$ cat src/bellek_pkg.sv
package bellek_pkg;

    // Bellek mikro-işlem türleri
    typedef enum logic [3:0] {
        UOP_BEL_NOP = 4'd0,
        UOP_BEL_LW  = 4'd1,
        UOP_BEL_LH  = 4'd2,
        UOP_BEL_LHU = 4'd3,
        UOP_BEL_LB  = 4'd4,
        UOP_BEL_LBU = 4'd5,
        UOP_BEL_SW  = 4'd6,
        UOP_BEL_SH  = 4'd7,
        UOP_BEL_SB  = 4'd8
    } uop_bel_e;

    // Bayt şerit maskeleri
    localparam logic [3:0] BYTE_MASKE_0  = 4'b0001;
    localparam logic [3:0] BYTE_MASKE_1  = 4'b0010;
    localparam logic [3:0] BYTE_MASKE_2  = 4'b0100;
    localparam logic [3:0] BYTE_MASKE_3  = 4'b1000;
    localparam logic [3:0] YARIM_MASKE_0 = 4'b0011;
    localparam logic [3:0] YARIM_MASKE_2 = 4'b1100;
    localparam logic [3:0] WORD_MASKE    = 4'b1111;

    localparam logic [1:0] AXI_OKAY = 2'b00;

    typedef struct packed {
        uop_bel_e    uop;
        logic [31:0] adres;
        logic [31:0] veri;   // Saklanacak veri, şeritlenmemiş
        logic [4:0]  rd;
    } bellek_istek_t;

    typedef struct packed {
        logic [31:0] veri;   // Yükleme sonucu
        logic [4:0]  rd;
        logic        hata;
    } bellek_yanit_t;

    // Efendinin sürdüğü AXI4-Lite sinyalleri
    typedef struct packed {
        logic [31:0] awaddr;
        logic        awvalid;
        logic [31:0] wdata;
        logic [3:0]  wstrb;
        logic        wvalid;
        logic        bready;
        logic [31:0] araddr;
        logic        arvalid;
        logic        rready;
    } axi_efendi_t;

    // Kölenin sürdüğü AXI4-Lite sinyalleri
    typedef struct packed {
        logic        awready;
        logic        wready;
        logic        bvalid;
        logic [1:0]  bresp;
        logic        arready;
        logic        rvalid;
        logic [31:0] rdata;
        logic [1:0]  rresp;
    } axi_kole_t;

    typedef struct packed {
        logic [3:0]  maske;
        logic        oku;
        logic        yaz;
        logic        hizasiz;
        logic [31:0] adres;  // Kelimeye hizalı
        logic [31:0] veri;   // Şeritlere yerleşmiş
    } erisim_t;

endpackage
$ cat src/bellek_birimi_top.sv
`timescale 1ns/1ps

module bellek_birimi_top (
    input  logic                      clk_i,
    input  logic                      reset_i,
    input  bellek_pkg::bellek_istek_t istek_i,
    input  logic                      istek_gecerli_i,
    output logic                      istek_hazir_o,
    output bellek_pkg::bellek_yanit_t yanit_o,
    output logic                      yanit_gecerli_o,
    input  logic                      yanit_hazir_i,
    output bellek_pkg::axi_efendi_t   axi_o,
    input  bellek_pkg::axi_kole_t     axi_i
);

    import bellek_pkg::*;

    erisim_t erisim; // Çözücüden efendiye

    bellek_islem_birimi islem_birimi_i (
        .istek_i  (istek_i),
        .erisim_o (erisim)
    );

    axi_lite_efendi efendi_i (
        .clk_i           (clk_i),
        .reset_i         (reset_i),
        .erisim_i        (erisim),
        .uop_i           (istek_i.uop),
        .rd_i            (istek_i.rd),
        .gecerli_i       (istek_gecerli_i),
        .hazir_o         (istek_hazir_o),
        .axi_o           (axi_o),
        .axi_i           (axi_i),
        .yanit_o         (yanit_o),
        .yanit_gecerli_o (yanit_gecerli_o),
        .yanit_hazir_i   (yanit_hazir_i)
    );

endmodule

$ cat src/axi_lite_efendi.sv
`timescale 1ns/1ps

module axi_lite_efendi (
    input  logic                      clk_i,
    input  logic                      reset_i,
    input  bellek_pkg::erisim_t       erisim_i,
    input  bellek_pkg::uop_bel_e      uop_i,
    input  logic [4:0]                rd_i,
    input  logic                      gecerli_i,
    output logic                      hazir_o,
    output bellek_pkg::axi_efendi_t   axi_o,
    input  bellek_pkg::axi_kole_t     axi_i,
    output bellek_pkg::bellek_yanit_t yanit_o,
    output logic                      yanit_gecerli_o,
    input  logic                      yanit_hazir_i
);

    import bellek_pkg::*;

    typedef enum logic [2:0] {
        BOSTA,
        YAZ_ADRES_VERI,
        YAZ_YANIT,
        OKU_ADRES,
        OKU_VERI,
        YANIT
    } durum_e;

    durum_e      durum_q;
    logic        awvalid_q;
    logic        wvalid_q;
    logic        arvalid_q;
    logic [31:0] adres_q;
    logic [31:0] veri_q;
    logic [3:0]  maske_q;
    uop_bel_e    uop_q;
    logic [4:0]  rd_q;
    logic [1:0]  ofset_q;
    logic [31:0] rdata_q;
    logic        hata_q;
    logic [1:0]  ofset_d;
    logic        kabul;
    logic        aw_bitti;
    logic        w_bitti;
    logic [31:0] yukleme_sonuc;

    assign hazir_o = (durum_q == BOSTA);
    assign kabul   = gecerli_i & hazir_o;

    // En düşük etkin şerit bayt ofsetini verir
    always_comb begin
        ofset_d = 2'd3;
        if (erisim_i.maske[2]) ofset_d = 2'd2;
        if (erisim_i.maske[1]) ofset_d = 2'd1;
        if (erisim_i.maske[0]) ofset_d = 2'd0;
    end

    // Bu çevrimde tamamlanan el sıkışmalar dahil
    assign aw_bitti = ~awvalid_q | axi_i.awready;
    assign w_bitti  = ~wvalid_q | axi_i.wready;

    always_ff @(posedge clk_i) begin
        if (reset_i) begin
            durum_q   <= BOSTA;
            awvalid_q <= 1'b0;
            wvalid_q  <= 1'b0;
            arvalid_q <= 1'b0;
        end else begin
            case (durum_q)
                BOSTA: begin
                    if (kabul) begin
                        if (erisim_i.yaz) begin
                            awvalid_q <= 1'b1; // AW ve W birlikte kalkar
                            wvalid_q  <= 1'b1;
                            durum_q   <= YAZ_ADRES_VERI;
                        end else if (erisim_i.oku) begin
                            arvalid_q <= 1'b1;
                            durum_q   <= OKU_ADRES;
                        end else begin
                            durum_q   <= YANIT; // NOP ya da hizasız
                        end
                    end
                end
                YAZ_ADRES_VERI: begin
                    if (axi_i.awready) awvalid_q <= 1'b0;
                    if (axi_i.wready) wvalid_q <= 1'b0;
                    if (aw_bitti && w_bitti) durum_q <= YAZ_YANIT;
                end
                YAZ_YANIT: begin
                    if (axi_i.bvalid) durum_q <= YANIT;
                end
                OKU_ADRES: begin
                    if (axi_i.arready) begin
                        arvalid_q <= 1'b0;
                        durum_q   <= OKU_VERI;
                    end
                end
                OKU_VERI: begin
                    if (axi_i.rvalid) durum_q <= YANIT;
                end
                YANIT: begin
                    if (yanit_hazir_i) durum_q <= BOSTA; // Geri basınçta bekle
                end
                default: durum_q <= BOSTA;
            endcase
        end
    end

    // İstek ve yanıt yükü
    always_ff @(posedge clk_i) begin
        if (kabul) begin
            adres_q <= erisim_i.adres;
            veri_q  <= erisim_i.veri;
            maske_q <= erisim_i.maske;
            uop_q   <= uop_i;
            rd_q    <= rd_i;
            ofset_q <= ofset_d;
            rdata_q <= 32'h0000_0000;
            hata_q  <= erisim_i.hizasiz;
        end
        if ((durum_q == YAZ_YANIT) && axi_i.bvalid) begin
            hata_q <= (axi_i.bresp != AXI_OKAY);
        end
        if ((durum_q == OKU_VERI) && axi_i.rvalid) begin
            hata_q  <= (axi_i.rresp != AXI_OKAY);
            rdata_q <= (axi_i.rresp == AXI_OKAY) ? axi_i.rdata : 32'h0000_0000;
        end
    end

    yukleme_hizalayici hizalayici_i (
        .kelime_i (rdata_q),
        .ofset_i  (ofset_q),
        .uop_i    (uop_q),
        .sonuc_o  (yukleme_sonuc)
    );

    assign axi_o.awaddr  = adres_q;
    assign axi_o.awvalid = awvalid_q;
    assign axi_o.wdata   = veri_q;
    assign axi_o.wstrb   = maske_q;
    assign axi_o.wvalid  = wvalid_q;
    assign axi_o.bready  = (durum_q == YAZ_YANIT);
    assign axi_o.araddr  = adres_q;
    assign axi_o.arvalid = arvalid_q;
    assign axi_o.rready  = (durum_q == OKU_VERI);

    assign yanit_o.veri    = yukleme_sonuc;
    assign yanit_o.rd      = rd_q;
    assign yanit_o.hata    = hata_q;
    assign yanit_gecerli_o = (durum_q == YANIT);

    aw_tutulur: assert property (@(posedge clk_i) disable iff (reset_i)
        axi_o.awvalid && !axi_i.awready |=> axi_o.awvalid && $stable(axi_o.awaddr));

    w_tutulur: assert property (@(posedge clk_i) disable iff (reset_i)
        axi_o.wvalid && !axi_i.wready |=>
            axi_o.wvalid && $stable(axi_o.wdata) && $stable(axi_o.wstrb));

    ar_tutulur: assert property (@(posedge clk_i) disable iff (reset_i)
        axi_o.arvalid && !axi_i.arready |=> axi_o.arvalid && $stable(axi_o.araddr));

    // Bekleyen yanıt sabit kalır, yeni istek alınmaz
    yanit_tutulur: assert property (@(posedge clk_i) disable iff (reset_i)
        yanit_gecerli_o && !yanit_hazir_i |=>
            yanit_gecerli_o && !hazir_o && $stable(yanit_o));

endmodule

$ cat src/yukleme_hizalayici.sv
`timescale 1ns/1ps

module yukleme_hizalayici (
    input  logic [31:0]          kelime_i,
    input  logic [1:0]           ofset_i,
    input  bellek_pkg::uop_bel_e uop_i,
    output logic [31:0]          sonuc_o
);

    import bellek_pkg::*;

    logic [31:0] kaydirilmis;
    logic [7:0]  bayt;
    logic [15:0] yarim;

    // Adreslenen bayt ya da yarım kelime bit 0'a iner
    assign kaydirilmis = kelime_i >> {ofset_i, 3'b000};
    assign bayt        = kaydirilmis[7:0];
    assign yarim       = kaydirilmis[15:0];

    always_comb begin
        case (uop_i)
            UOP_BEL_LW: begin
                sonuc_o = kelime_i;
            end
            UOP_BEL_LH: begin
                sonuc_o = {{16{yarim[15]}}, yarim};  // İşaretli
            end
            UOP_BEL_LHU: begin
                sonuc_o = {16'h0000, yarim};
            end
            UOP_BEL_LB: begin
                sonuc_o = {{24{bayt[7]}}, bayt};     // İşaretli
            end
            UOP_BEL_LBU: begin
                sonuc_o = {24'h000000, bayt};
            end
            default: begin
                sonuc_o = 32'h0000_0000; // Store ve NOP sıfır döner
            end
        endcase
    end

endmodule

$ cat src/bellek_islem_birimi.sv
`timescale 1ns/1ps

module bellek_islem_birimi (
    input  bellek_pkg::bellek_istek_t istek_i,
    output bellek_pkg::erisim_t       erisim_o
);

    import bellek_pkg::*;

    typedef enum logic [1:0] {
        BOYUT_YOK,
        BOYUT_BYTE,
        BOYUT_YARIM,
        BOYUT_KELIME
    } boyut_e;

    boyut_e     boyut;
    logic [1:0] ofset;
    logic       yukleme;
    logic       saklama;
    logic       hizasiz;

    // Boyut ve adresin alt bitlerinden şerit maskesi
    function automatic logic [3:0] maske_sec(input boyut_e boyut_f, input logic [1:0] ofset_f);
        logic [3:0] m;
        m = 4'b0000;
        case (boyut_f)
            BOYUT_BYTE: begin
                case (ofset_f)
                    2'd0:    m = BYTE_MASKE_0;
                    2'd1:    m = BYTE_MASKE_1;
                    2'd2:    m = BYTE_MASKE_2;
                    default: m = BYTE_MASKE_3;
                endcase
            end
            BOYUT_YARIM:  m = ofset_f[1] ? YARIM_MASKE_2 : YARIM_MASKE_0;
            BOYUT_KELIME: m = WORD_MASKE;
            default:      m = 4'b0000;
        endcase
        return m;
    endfunction

    assign ofset = istek_i.adres[1:0];

    always_comb begin
        boyut   = BOYUT_YOK;
        yukleme = 1'b0;
        saklama = 1'b0;
        case (istek_i.uop)
            UOP_BEL_LW: begin
                boyut   = BOYUT_KELIME;
                yukleme = 1'b1;
            end
            UOP_BEL_LH, UOP_BEL_LHU: begin // İşaret uzatması hizalayıcıda
                boyut   = BOYUT_YARIM;
                yukleme = 1'b1;
            end
            UOP_BEL_LB, UOP_BEL_LBU: begin
                boyut   = BOYUT_BYTE;
                yukleme = 1'b1;
            end
            UOP_BEL_SW: begin
                boyut   = BOYUT_KELIME;
                saklama = 1'b1;
            end
            UOP_BEL_SH: begin
                boyut   = BOYUT_YARIM;
                saklama = 1'b1;
            end
            UOP_BEL_SB: begin
                boyut   = BOYUT_BYTE;
                saklama = 1'b1;
            end
            default: ; // NOP, bus'a dokunmaz
        endcase
    end

    // Tek ofsette yarım kelime, sıfır olmayan ofsette kelime
    assign hizasiz = ((boyut == BOYUT_YARIM) && ofset[0]) ||
                     ((boyut == BOYUT_KELIME) && (ofset != 2'd0));

    always_comb begin
        erisim_o.hizasiz = hizasiz;
        erisim_o.oku     = yukleme & ~hizasiz;
        erisim_o.yaz     = saklama & ~hizasiz;
        erisim_o.maske   = hizasiz ? 4'b0000 : maske_sec(boyut, ofset);
        erisim_o.adres   = {istek_i.adres[31:2], 2'b00};
        erisim_o.veri    = istek_i.veri << {ofset, 3'b000}; // Veriyi adreslenen şeride kaydır
    end

    always_comb begin
        assert (!(erisim_o.oku && erisim_o.yaz))
            else $error("bellek_islem_birimi: oku and yaz both high");
    end

endmodule

$ cat config.mk
export PLATFORM = sky130hd
export DESIGN_NAME = bellek_birimi_top
export DESIGN_NICKNAME = d
export VERILOG_FILES = /design/src/bellek_pkg.sv /design/src/bellek_birimi_top.sv /design/src/axi_lite_efendi.sv /design/src/yukleme_hizalayici.sv /design/src/bellek_islem_birimi.sv
export SDC_FILE = /design/constraint.sdc
export NUM_CORES = 1
export LEC_CHECK = 0
export BUFFER_PORTS_ARGS = -buffer_cell sky130_fd_sc_hd__buf_2
export CORE_UTILIZATION = 35
export CTS_CLUSTER_DIAMETER = 50
export DETAILED_ROUTE_END_ITERATION = 8
export SLEW_MARGIN = 20
export SYNTH_ARGS = -nofsm -noshare
export SYNTH_HDL_FRONTEND = slang
export SYNTH_SLANG_ARGS = --single-unit
$ cat constraint.sdc
create_clock -name clk_i -period 6.8 [get_ports clk_i]
set_input_delay 0.34 -clock clk_i [delete_from_list [all_inputs] [get_ports clk_i]]
set_output_delay 0.34 -clock clk_i [all_outputs]
set_load 0.005 [all_outputs]
==> reports/qor.json, run 1 <==
{
  "run_status": "complete, no violations",
  "remaining_drc_errors": 0,
  "globalRouteOverflowTotal": 0,
  "synth_area_per_cell_um2": 12.0,
  "dieArea_um2": 17200,
  "fin_nets": 817,
  "place.detailed.hpwl_um": 11000,
  "worst_path_dominant_cell_family": "flip-flops",
  "cts_num_sinks": 116,
  "grt_max_degree": 80,
  "grt_pass1_vias": 4481,
  "min_path_type": "input pin to register",
  "cpMaxStageDelayCell": "edfxtp_1",
  "routed_via_density": 4.97,
  "clockBufferDepth": 2,
  "met2RoutedLength_um": 7700,
  "wl_per_cell_um": 16.7,
  "crit_path_cells": "mux4_2 -> nand3b_2 -> a21boi_4 -> o21ai_0 -> buf_2",
  "clk_latency_ps": 410,
  "wl_met1_um": 6420,
  "fmax_mhz": 311,
  "seqPwrFrac_pct": 42.4,
  "clock_tree_from_tritoncts": "yes",
  "place.port_buffers": 258,
  "critical_path_arrival_ps": 2870,
  "cts_htree_levels": 4,
  "max-slew-margin-rel_pct": 27.9,
  "cp.buffers_inverters": 1,
  "ys_types": 53,
  "utilization_pct": 47.4,
  "cellInternalPower_w": 0.00191,
  "area_growth_pct": 30.5,
  "drive_gt1_share_pct": 43.4,
  "setup_viol_count_final": 0,
  "iter_0_drt_violations": 387,
  "crit_path_end_kind": "primary output",
  "regToRegStartpoint": "efendi_i.durum_q[2]",
  "antenna_cells_inserted": 0,
  "ys_ff_latch": 116,
  "cp_num_cells": 5,
  "met3WireLength_um": 1020,
  "core_um2": 16100,
  "net-switching-power_w": 0.000801,
  "routed_wirelength_um": 15500,
  "highest_layer": "met4",
  "initial_antenna_violation_count": 0,
  "cts.hold.buffers_added": 0,
  "maxCapViolations": 0,
  "rsz0062_at_grt": "no",
  "timing.final.crit_share_pct": 47.3,
  "final_max_slew_viol_count": 0,
  "finalWorstSetupSlack_ps": 3590,
  "ir_drop_uv": 312,
  "ys_seq_area_share_pct": 58.5,
  "final.setup.tns_ps": 0,
  "worst_r2r_endpoint": "efendi_i.awvalid_q",
  "drt_first_pass_iters": 5,
  "floorplan.initialDensity_pct": 36.3,
  "switching_share_of_power_pct": 29.6,
  "detailedPlace.worstSlack_ps": 4080,
  "power.density_cell_area_nw_per_um2": 355,
  "ys_async_sr_fraction_pct": 0,
  "power_frac_clock_pct": 34.2,
  "clock-root-buffer": "clkbuf_16",
  "finalWorstPathRequiredPeriod_ps": 3210,
  "required_ps": 6460,
  "synth_enable_flop_cells": 110,
  "finClkSkew_ps": 6.30,
  "detailroute.via_count": 4608,
  "first_pass_grt_wire_length_um": 24100,
  "post_cts_setup_driven_buffer_insertion_count": 0,
  "critical_path_peak_fanout": 25,
  "synth-warning-count": 0,
  "cts-buffers-inserted": 17,
  "cts.clk_slew.worst_paths_ps": 60,
  "total_leakage_power_nw": 3.28,
  "post_synth_inst_count": 488,
  "ant_nets": 0,
  "critical_path.endpoint": "yanit_o[27]",
  "setup.worst_path.start_class": "register",
  "die_width_um": 131,
  "longest_individual_stage_delay_on_the_worst_path_ps": 1020,
  "ys_dominant_reg_cell": "edfxtp_1",
  "finalWeightedCongestion": 0.851,
  "worst-r2r-cell-count": 4,
  "grt_usage_pct": 18.0,
  "hold_violations": 0,
  "ios": 263,
  "p_comb_share_pct": 23.4,
  "timing_worst_setup_path_type": "register to primary output",
  "worst-r2r-setup-slack_ps": 4490,
  "die_h_um": 131,
  "floorplan.rows": 46,
  "syn_area_um2": 5850,
  "critical_path.startpoint": "efendi_i.ofset_q[1]",
  "timing_worst_slew_pin_value_ps": 1080,
  "cts-resized-gates": 0
}
-- how the worst min path moves through the flow --
stage          depth (start not counted)         startpoint                    to  slack [ps]
2_1_floorplan                          1            reset_i   efendi_i.durum_q[1]         400
3_3_place_gp                           2  efendi_i.wvalid_q     efendi_i.wvalid_q         460
3_5_place_dp                           2  efendi_i.wvalid_q     efendi_i.wvalid_q         470
4_1_cts                                1        istek_i[68]  efendi_i.adres_q[31]          80
5_1_grt                                1        istek_i[68]  efendi_i.adres_q[31]          80
6_report                               1        istek_i[39]   efendi_i.adres_q[2]         100
-- sequential cells by signal, indices dropped and copies added, names as in the netlist --
signal and cells:
efendi_i.adres_q 30, efendi_i.maske_q 4, efendi_i.uop_q 4, efendi_i.durum_q 3
efendi_i.wvalid_q 1, efendi_i.hata_q 1, efendi_i.awvalid_q 1, efendi_i.rd_q 5
efendi_i.ofset_q 2, efendi_i.veri_q 32, efendi_i.rdata_q 32, efendi_i.arvalid_q 1
-- synth_stat cells (all sizes together), types with 2 or more instances --
library cell	number	area share, %
a211oi	10	1.4
nor4b	2	0.41
a32o	7	1.2
dfxtp	6	2.1
nand3b	2	0.32
buf	52	6.2
a21o	3	0.39
xnor2	2	0.30
clkbuf	19	1.2
inv	4	0.26
o21ai	39	4.0
a41o	2	0.34
and2	43	4.6
edfxtp	110	56
a31oi	2	0.21
o2bb2ai	2	0.30
a211o	7	1.0
a41oi	2	0.30
nand2	45	2.9
nor3	5	0.43
o22ai	2	0.21
o21a	2	0.26
nor3b	5	0.64
mux2i	28	4.8
nand2b	4	0.43
nor2	17	1.1
a21oi	13	1.1
a221o	9	1.5
nor2b	28	3.0
-- routing by layer --
layer	track usage [%]	vias up
met1	21.4	2194
met5	0	-
met4	7.62	0
met3	5.32	28
met2	30.3	205
li1	-	2181
-- power groups by stage --
stage	combinational, W	clock [W]	sequential (W)
after floorplan	0.000417	0	0.00113
after global placement	0.000626	0	0.00115
after detailed placement	0.000639	0	0.00116
after CTS	0.000641	0.000951	0.00115
after global routing	0.000692	0.000982	0.00117
final	0.000634	0.000926	0.00115
-- worst register-to-register path, cell delays in order, from the launching register on --
cell and delay (ps):
dfxtp_1 420, nor3_1 430, and2_4 900, a21oi_1 170
a211oi_1 290
-- cells in the final DEF (no fill, tap or decap), types with 3 or more instances in the layout --
cell type	Yosys	layout
a211o_1	7	7
nor3b_1	5	5
o21ai_0	28	28
a32o_1	7	7
inv_1	4	4
conb_1	1	4
nor3_1	5	4
nand2_1	45	45
a21o_1	3	3
and2_1	43	42
a21oi_1	13	13
clkinvlp_4	0	4
a221o_1	9	9
dfxtp_1	6	6
mux2i_1	28	28
nor2_1	17	17
nand2b_1	4	4
o21ai_2	10	10
buf_2	10	258
bufinv_16	0	4
clkinv_2	0	3
nor2b_1	28	28
clkbuf_16	0	17
edfxtp_1	110	110
a211oi_1	9	9
-- cell families after synthesis --
kind of cell	after synthesis	share of synthesized area, %
compound gates	107	13.4
xor+xnor	2	0.300
buf+inv	75	7.72
flops	116	58.5
mux	29	5.18
other cells	1	0.0641
simple gates	158	14.8
-- cell type report --
cell class,count,area [um^2]
Multi-Input combinational cell,300,2000
Inverter,4,15.0
Tap cell,216,270
Clock buffer,18,429
Fill cell,1515,8480
Timing Repair Buffer,260,1310
Clock inverter,14,186
Sequential cell,116,3420
-- through the flow --
| stage | std cells | area (um^2) | hold slack (ps) | power [W] |
|---|---|---|---|---|
| 4_1_cts | 928 | 7630 | 78.8 | 0.00274 |
| 5_1_grt | 928 | 7630 | 77.5 | 0.00284 |
| 3_5_place_dp | 896 | 7020 | 465 | 0.00180 |
| 2_1_floorplan | 491 | 5860 | 405 | 0.00154 |
| 6_report | 928 | 7630 | 105 | 0.00271 |
| 3_3_place_gp | 896 | 7020 | 457 | 0.00178 |
(Power assumes the default switching activity.)
==> run 2: changes to the inputs <==
--- a/config.mk
+++ b/config.mk
@@ -5,6 +5,7 @@
 export SDC_FILE = /design/constraint.sdc
 export NUM_CORES = 1
 export LEC_CHECK = 0
+export ABC_AREA = 1
 export BUFFER_PORTS_ARGS = -buffer_cell sky130_fd_sc_hd__buf_2
 export CORE_UTILIZATION = 35
 export CTS_CLUSTER_DIAMETER = 50
==> constraint.sdc (replaced) <==
create_clock -name clk_i -period 3.3 [get_ports clk_i]
set_input_delay 0.165 -clock clk_i [delete_from_list [all_inputs] [get_ports clk_i]]
set_output_delay 0.165 -clock clk_i [all_outputs]
set_load 0.005 [all_outputs]
==> reports/qor.json, run 2 <==
{
  "ys_seq_area_share_pct": 58.5,
  "worst-r2r-setup-slack_ps": 1230,
  "clock_tree_from_tritoncts": "yes",
  "drt_first_pass_iters": 5,
  "yosys.area.top_type": "edfxtp_1",
  "worst_r2r_endpoint": "efendi_i.adres_q[26]",
  "yosys.cell_count.top_type": "edfxtp_1",
  "ant_nets": 0,
  "post_synth_inst_count": 596,
  "cts_htree_levels": 4,
  "ys_ff_latch": 116,
  "globalRouteOverflowTotal": 0,
  "min_path_cells": 1,
  "maxCapViolations": 0,
  "hold_path_startpoint": "istek_i[72]",
  "cts-resized-gates": 0,
  "power.density_cell_area_nw_per_um2": 747,
  "detailroute.via_count": 5012,
  "hold_violations": 0,
  "final_max_slew_viol_count": 0,
  "floorplan.rows": 46,
  "cts.clk_slew.worst_paths_ps": 50,
  "grt_max_degree": 60,
  "combinational_family_with_the_most_area_after_synthesis": "simple AND/OR/NAND/NOR gates",
  "setup.worst_path.start_class": "register",
  "synth_compound_area_share_pct": 13.3,
  "cp.buffers_inverters": 2,
  "ir_drop_uv": 343,
  "clk_latency_ps": 410,
  "iter_0_drt_violations": 391,
  "synth_simple_gate_area_share_pct": 14.8,
  "synth_area_per_cell_um2": 9.82,
  "finClkSkew_ps": 5.24,
  "dieArea_um2": 17200,
  "floorplan.initialDensity_pct": 36.3,
  "antenna_cells_inserted": 0,
  "crit_path_cells": "inv_1 -> a21oi_1 -> o21ai_0 -> o21ai_0 -> nand2_1 -> o211ai_1 -> buf_2",
  "syn_area_um2": 5850,
  "synth_top_cells_by_area": "edfxtp_1, inv_1, nand2_1, buf_4, o21ai_0",
  "top_area_cell_type_share_of_the_netlist_area_pct": 56.4,
  "arithmetic_cell_share_of_the_synthesized_area_counting_full_adders_half_adders_and_majority_gates_pct": 0,
  "synth_top_cells_by_count": "edfxtp_1, inv_1, nand2_1",
  "timing.final.crit_share_pct": 82.9,
  "crit_path_end_kind": "primary output",
  "remaining_drc_errors": 0,
  "finalWorstPathRequiredPeriod_ps": 2740,
  "area_growth_pct": 38.4,
  "required_ps": 3130,
  "timing_worst_setup_path_type": "register to primary output",
  "first_pass_grt_wire_length_um": 24700,
  "longest_individual_stage_delay_on_the_worst_path_ps": 850,
  "setup_viol_count_final": 0,
  "die_width_um": 131,
  "post_synth_xor_area_fraction_pct": 0,
  "synth_enable_flop_cells": 110,
  "clockBufferDepth": 2,
  "die_h_um": 131,
  "clock-root-buffer": "clkbuf_16",
  "largestRegisters": "efendi_i.rdata_q (32), efendi_i.veri_q (32), efendi_i.adres_q (30)",
  "min_path_type": "input pin to register",
  "ys_async_sr_fraction_pct": 0,
  "cpMaxStageDelayCell": "edfxtp_1",
  "core_um2": 16100,
  "timing_worst_slew_pin_value_ps": 904,
  "grt_pass1_vias": 4777,
  "fmax_mhz": 365,
  "run_status": "complete, no violations",
  "final.setup.tns_ps": 0,
  "place.detailed.hpwl_um": 11500,
  "cts-buffers-inserted": 17,
  "utilization_pct": 50.3,
  "place.port_buffers": 258,
  "worst_path_dominant_cell_family": "flip-flops",
  "post_cts_setup_driven_buffer_insertion_count": 0,
  "cts_num_sinks": 116,
  "critical_path_arrival_ps": 2570,
  "ios": 263,
  "total_leakage_power_nw": 3.85,
  "critical_path_peak_fanout": 27,
  "finalWeightedCongestion": 0.887,
  "routed_via_density": 4.58,
  "worst-r2r-cell-count": 6,
  "drive_gt1_share_pct": 40.1,
  "ys_types": 30,
  "wl_per_cell_um": 14.4,
  "initial_antenna_violation_count": 0,
  "synth-warning-count": 0,
  "rsz0062_at_grt": "no",
  "synth.area.mux_share_pct": 0,
  "layout.cells.most_common": "buf_2",
  "max-slew-margin-rel_pct": 39.6,
  "ys_dominant_reg_cell": "edfxtp_1",
  "routed_wirelength_um": 15800,
  "most_used_cell_cp": "o21ai_0",
  "fin_nets": 983,
  "grt_usage_pct": 18.4,
  "cts.hold.buffers_added": 38,
  "regToRegStartpoint": "efendi_i.durum_q[0]",
  "most-common-layout-cells": "buf_2, edfxtp_1, inv_1, nand2_1, o21ai_0",
  "end_point_of_the_most_critical_hold_path": "efendi_i.uop_q[3]"
}
==> run 2: worst max path at each step <==
stage	start	to	cells after the start
6_report	efendi_i.ofset_q[0]	yanit_o[16]	7
5_1_grt	efendi_i.ofset_q[0]	yanit_o[16]	7
4_1_cts	efendi_i.ofset_q[0]	yanit_o[16]	7
3_5_place_dp	efendi_i.ofset_q[0]	yanit_o[16]	7
3_3_place_gp	efendi_i.ofset_q[0]	yanit_o[16]	7
2_1_floorplan	efendi_i.durum_q[0]	efendi_i.rdata_q[0]	7
==> run 2: final cells by class <==
type | count | area, um^2
Tap cell | 216 | 270
Inverter | 104 | 393
Clock buffer | 17 | 425
Fill cell | 1545 | 8010
Sequential cell | 116 | 3420
Multi-Input combinational cell | 323 | 1670
Timing Repair Buffer | 303 | 1720
Clock inverter | 15 | 203
==> run 2: kinds of logic (layout without fill, tap and decap cells) <==
kind of cell | after synthesis | after routing
buffers and inverters | 160 | 439
other | 1 | 4
flip-flops | 116 | 116
AO/OA/AOI/OAI | 131 | 131
AND/OR/NAND/NOR | 188 | 188
==> run 2: per-layer routing <==
layer / wire [um] / up-vias / track usage (%)
met2: 7650 / 208 / 30.1
met5: 0 / - / 0
met3: 1330 / 21 / 6.21
met4: 216 / 0 / 5.49
met1: 6600 / 2291 / 22.9
li1: - / 2492 / -
==> run 2: stage by stage <==
stage               instances  area (um^2)  hold WS (ps)  worst slack (ps)  total power, W
finish                   1094         8110          23.1               563         0.00606
global route             1094         8110          15.6               275         0.00637
CTS                      1094         8110          6.40               597         0.00611
detailed placement       1024         7100           343              1030         0.00409
global placement         1024         7100           342              1050         0.00408
floorplan                 599         5870           234             0.579         0.00340
==> run 2: power breakdown <==
group	internal (W)	switching, W	leakage (nW)
Sequential	0.00222	0.000230	1.11
Clock	0.00127	0.000698	0.304
Combinational	0.000627	0.00101	2.43
Total	0.00411	0.00194	3.85
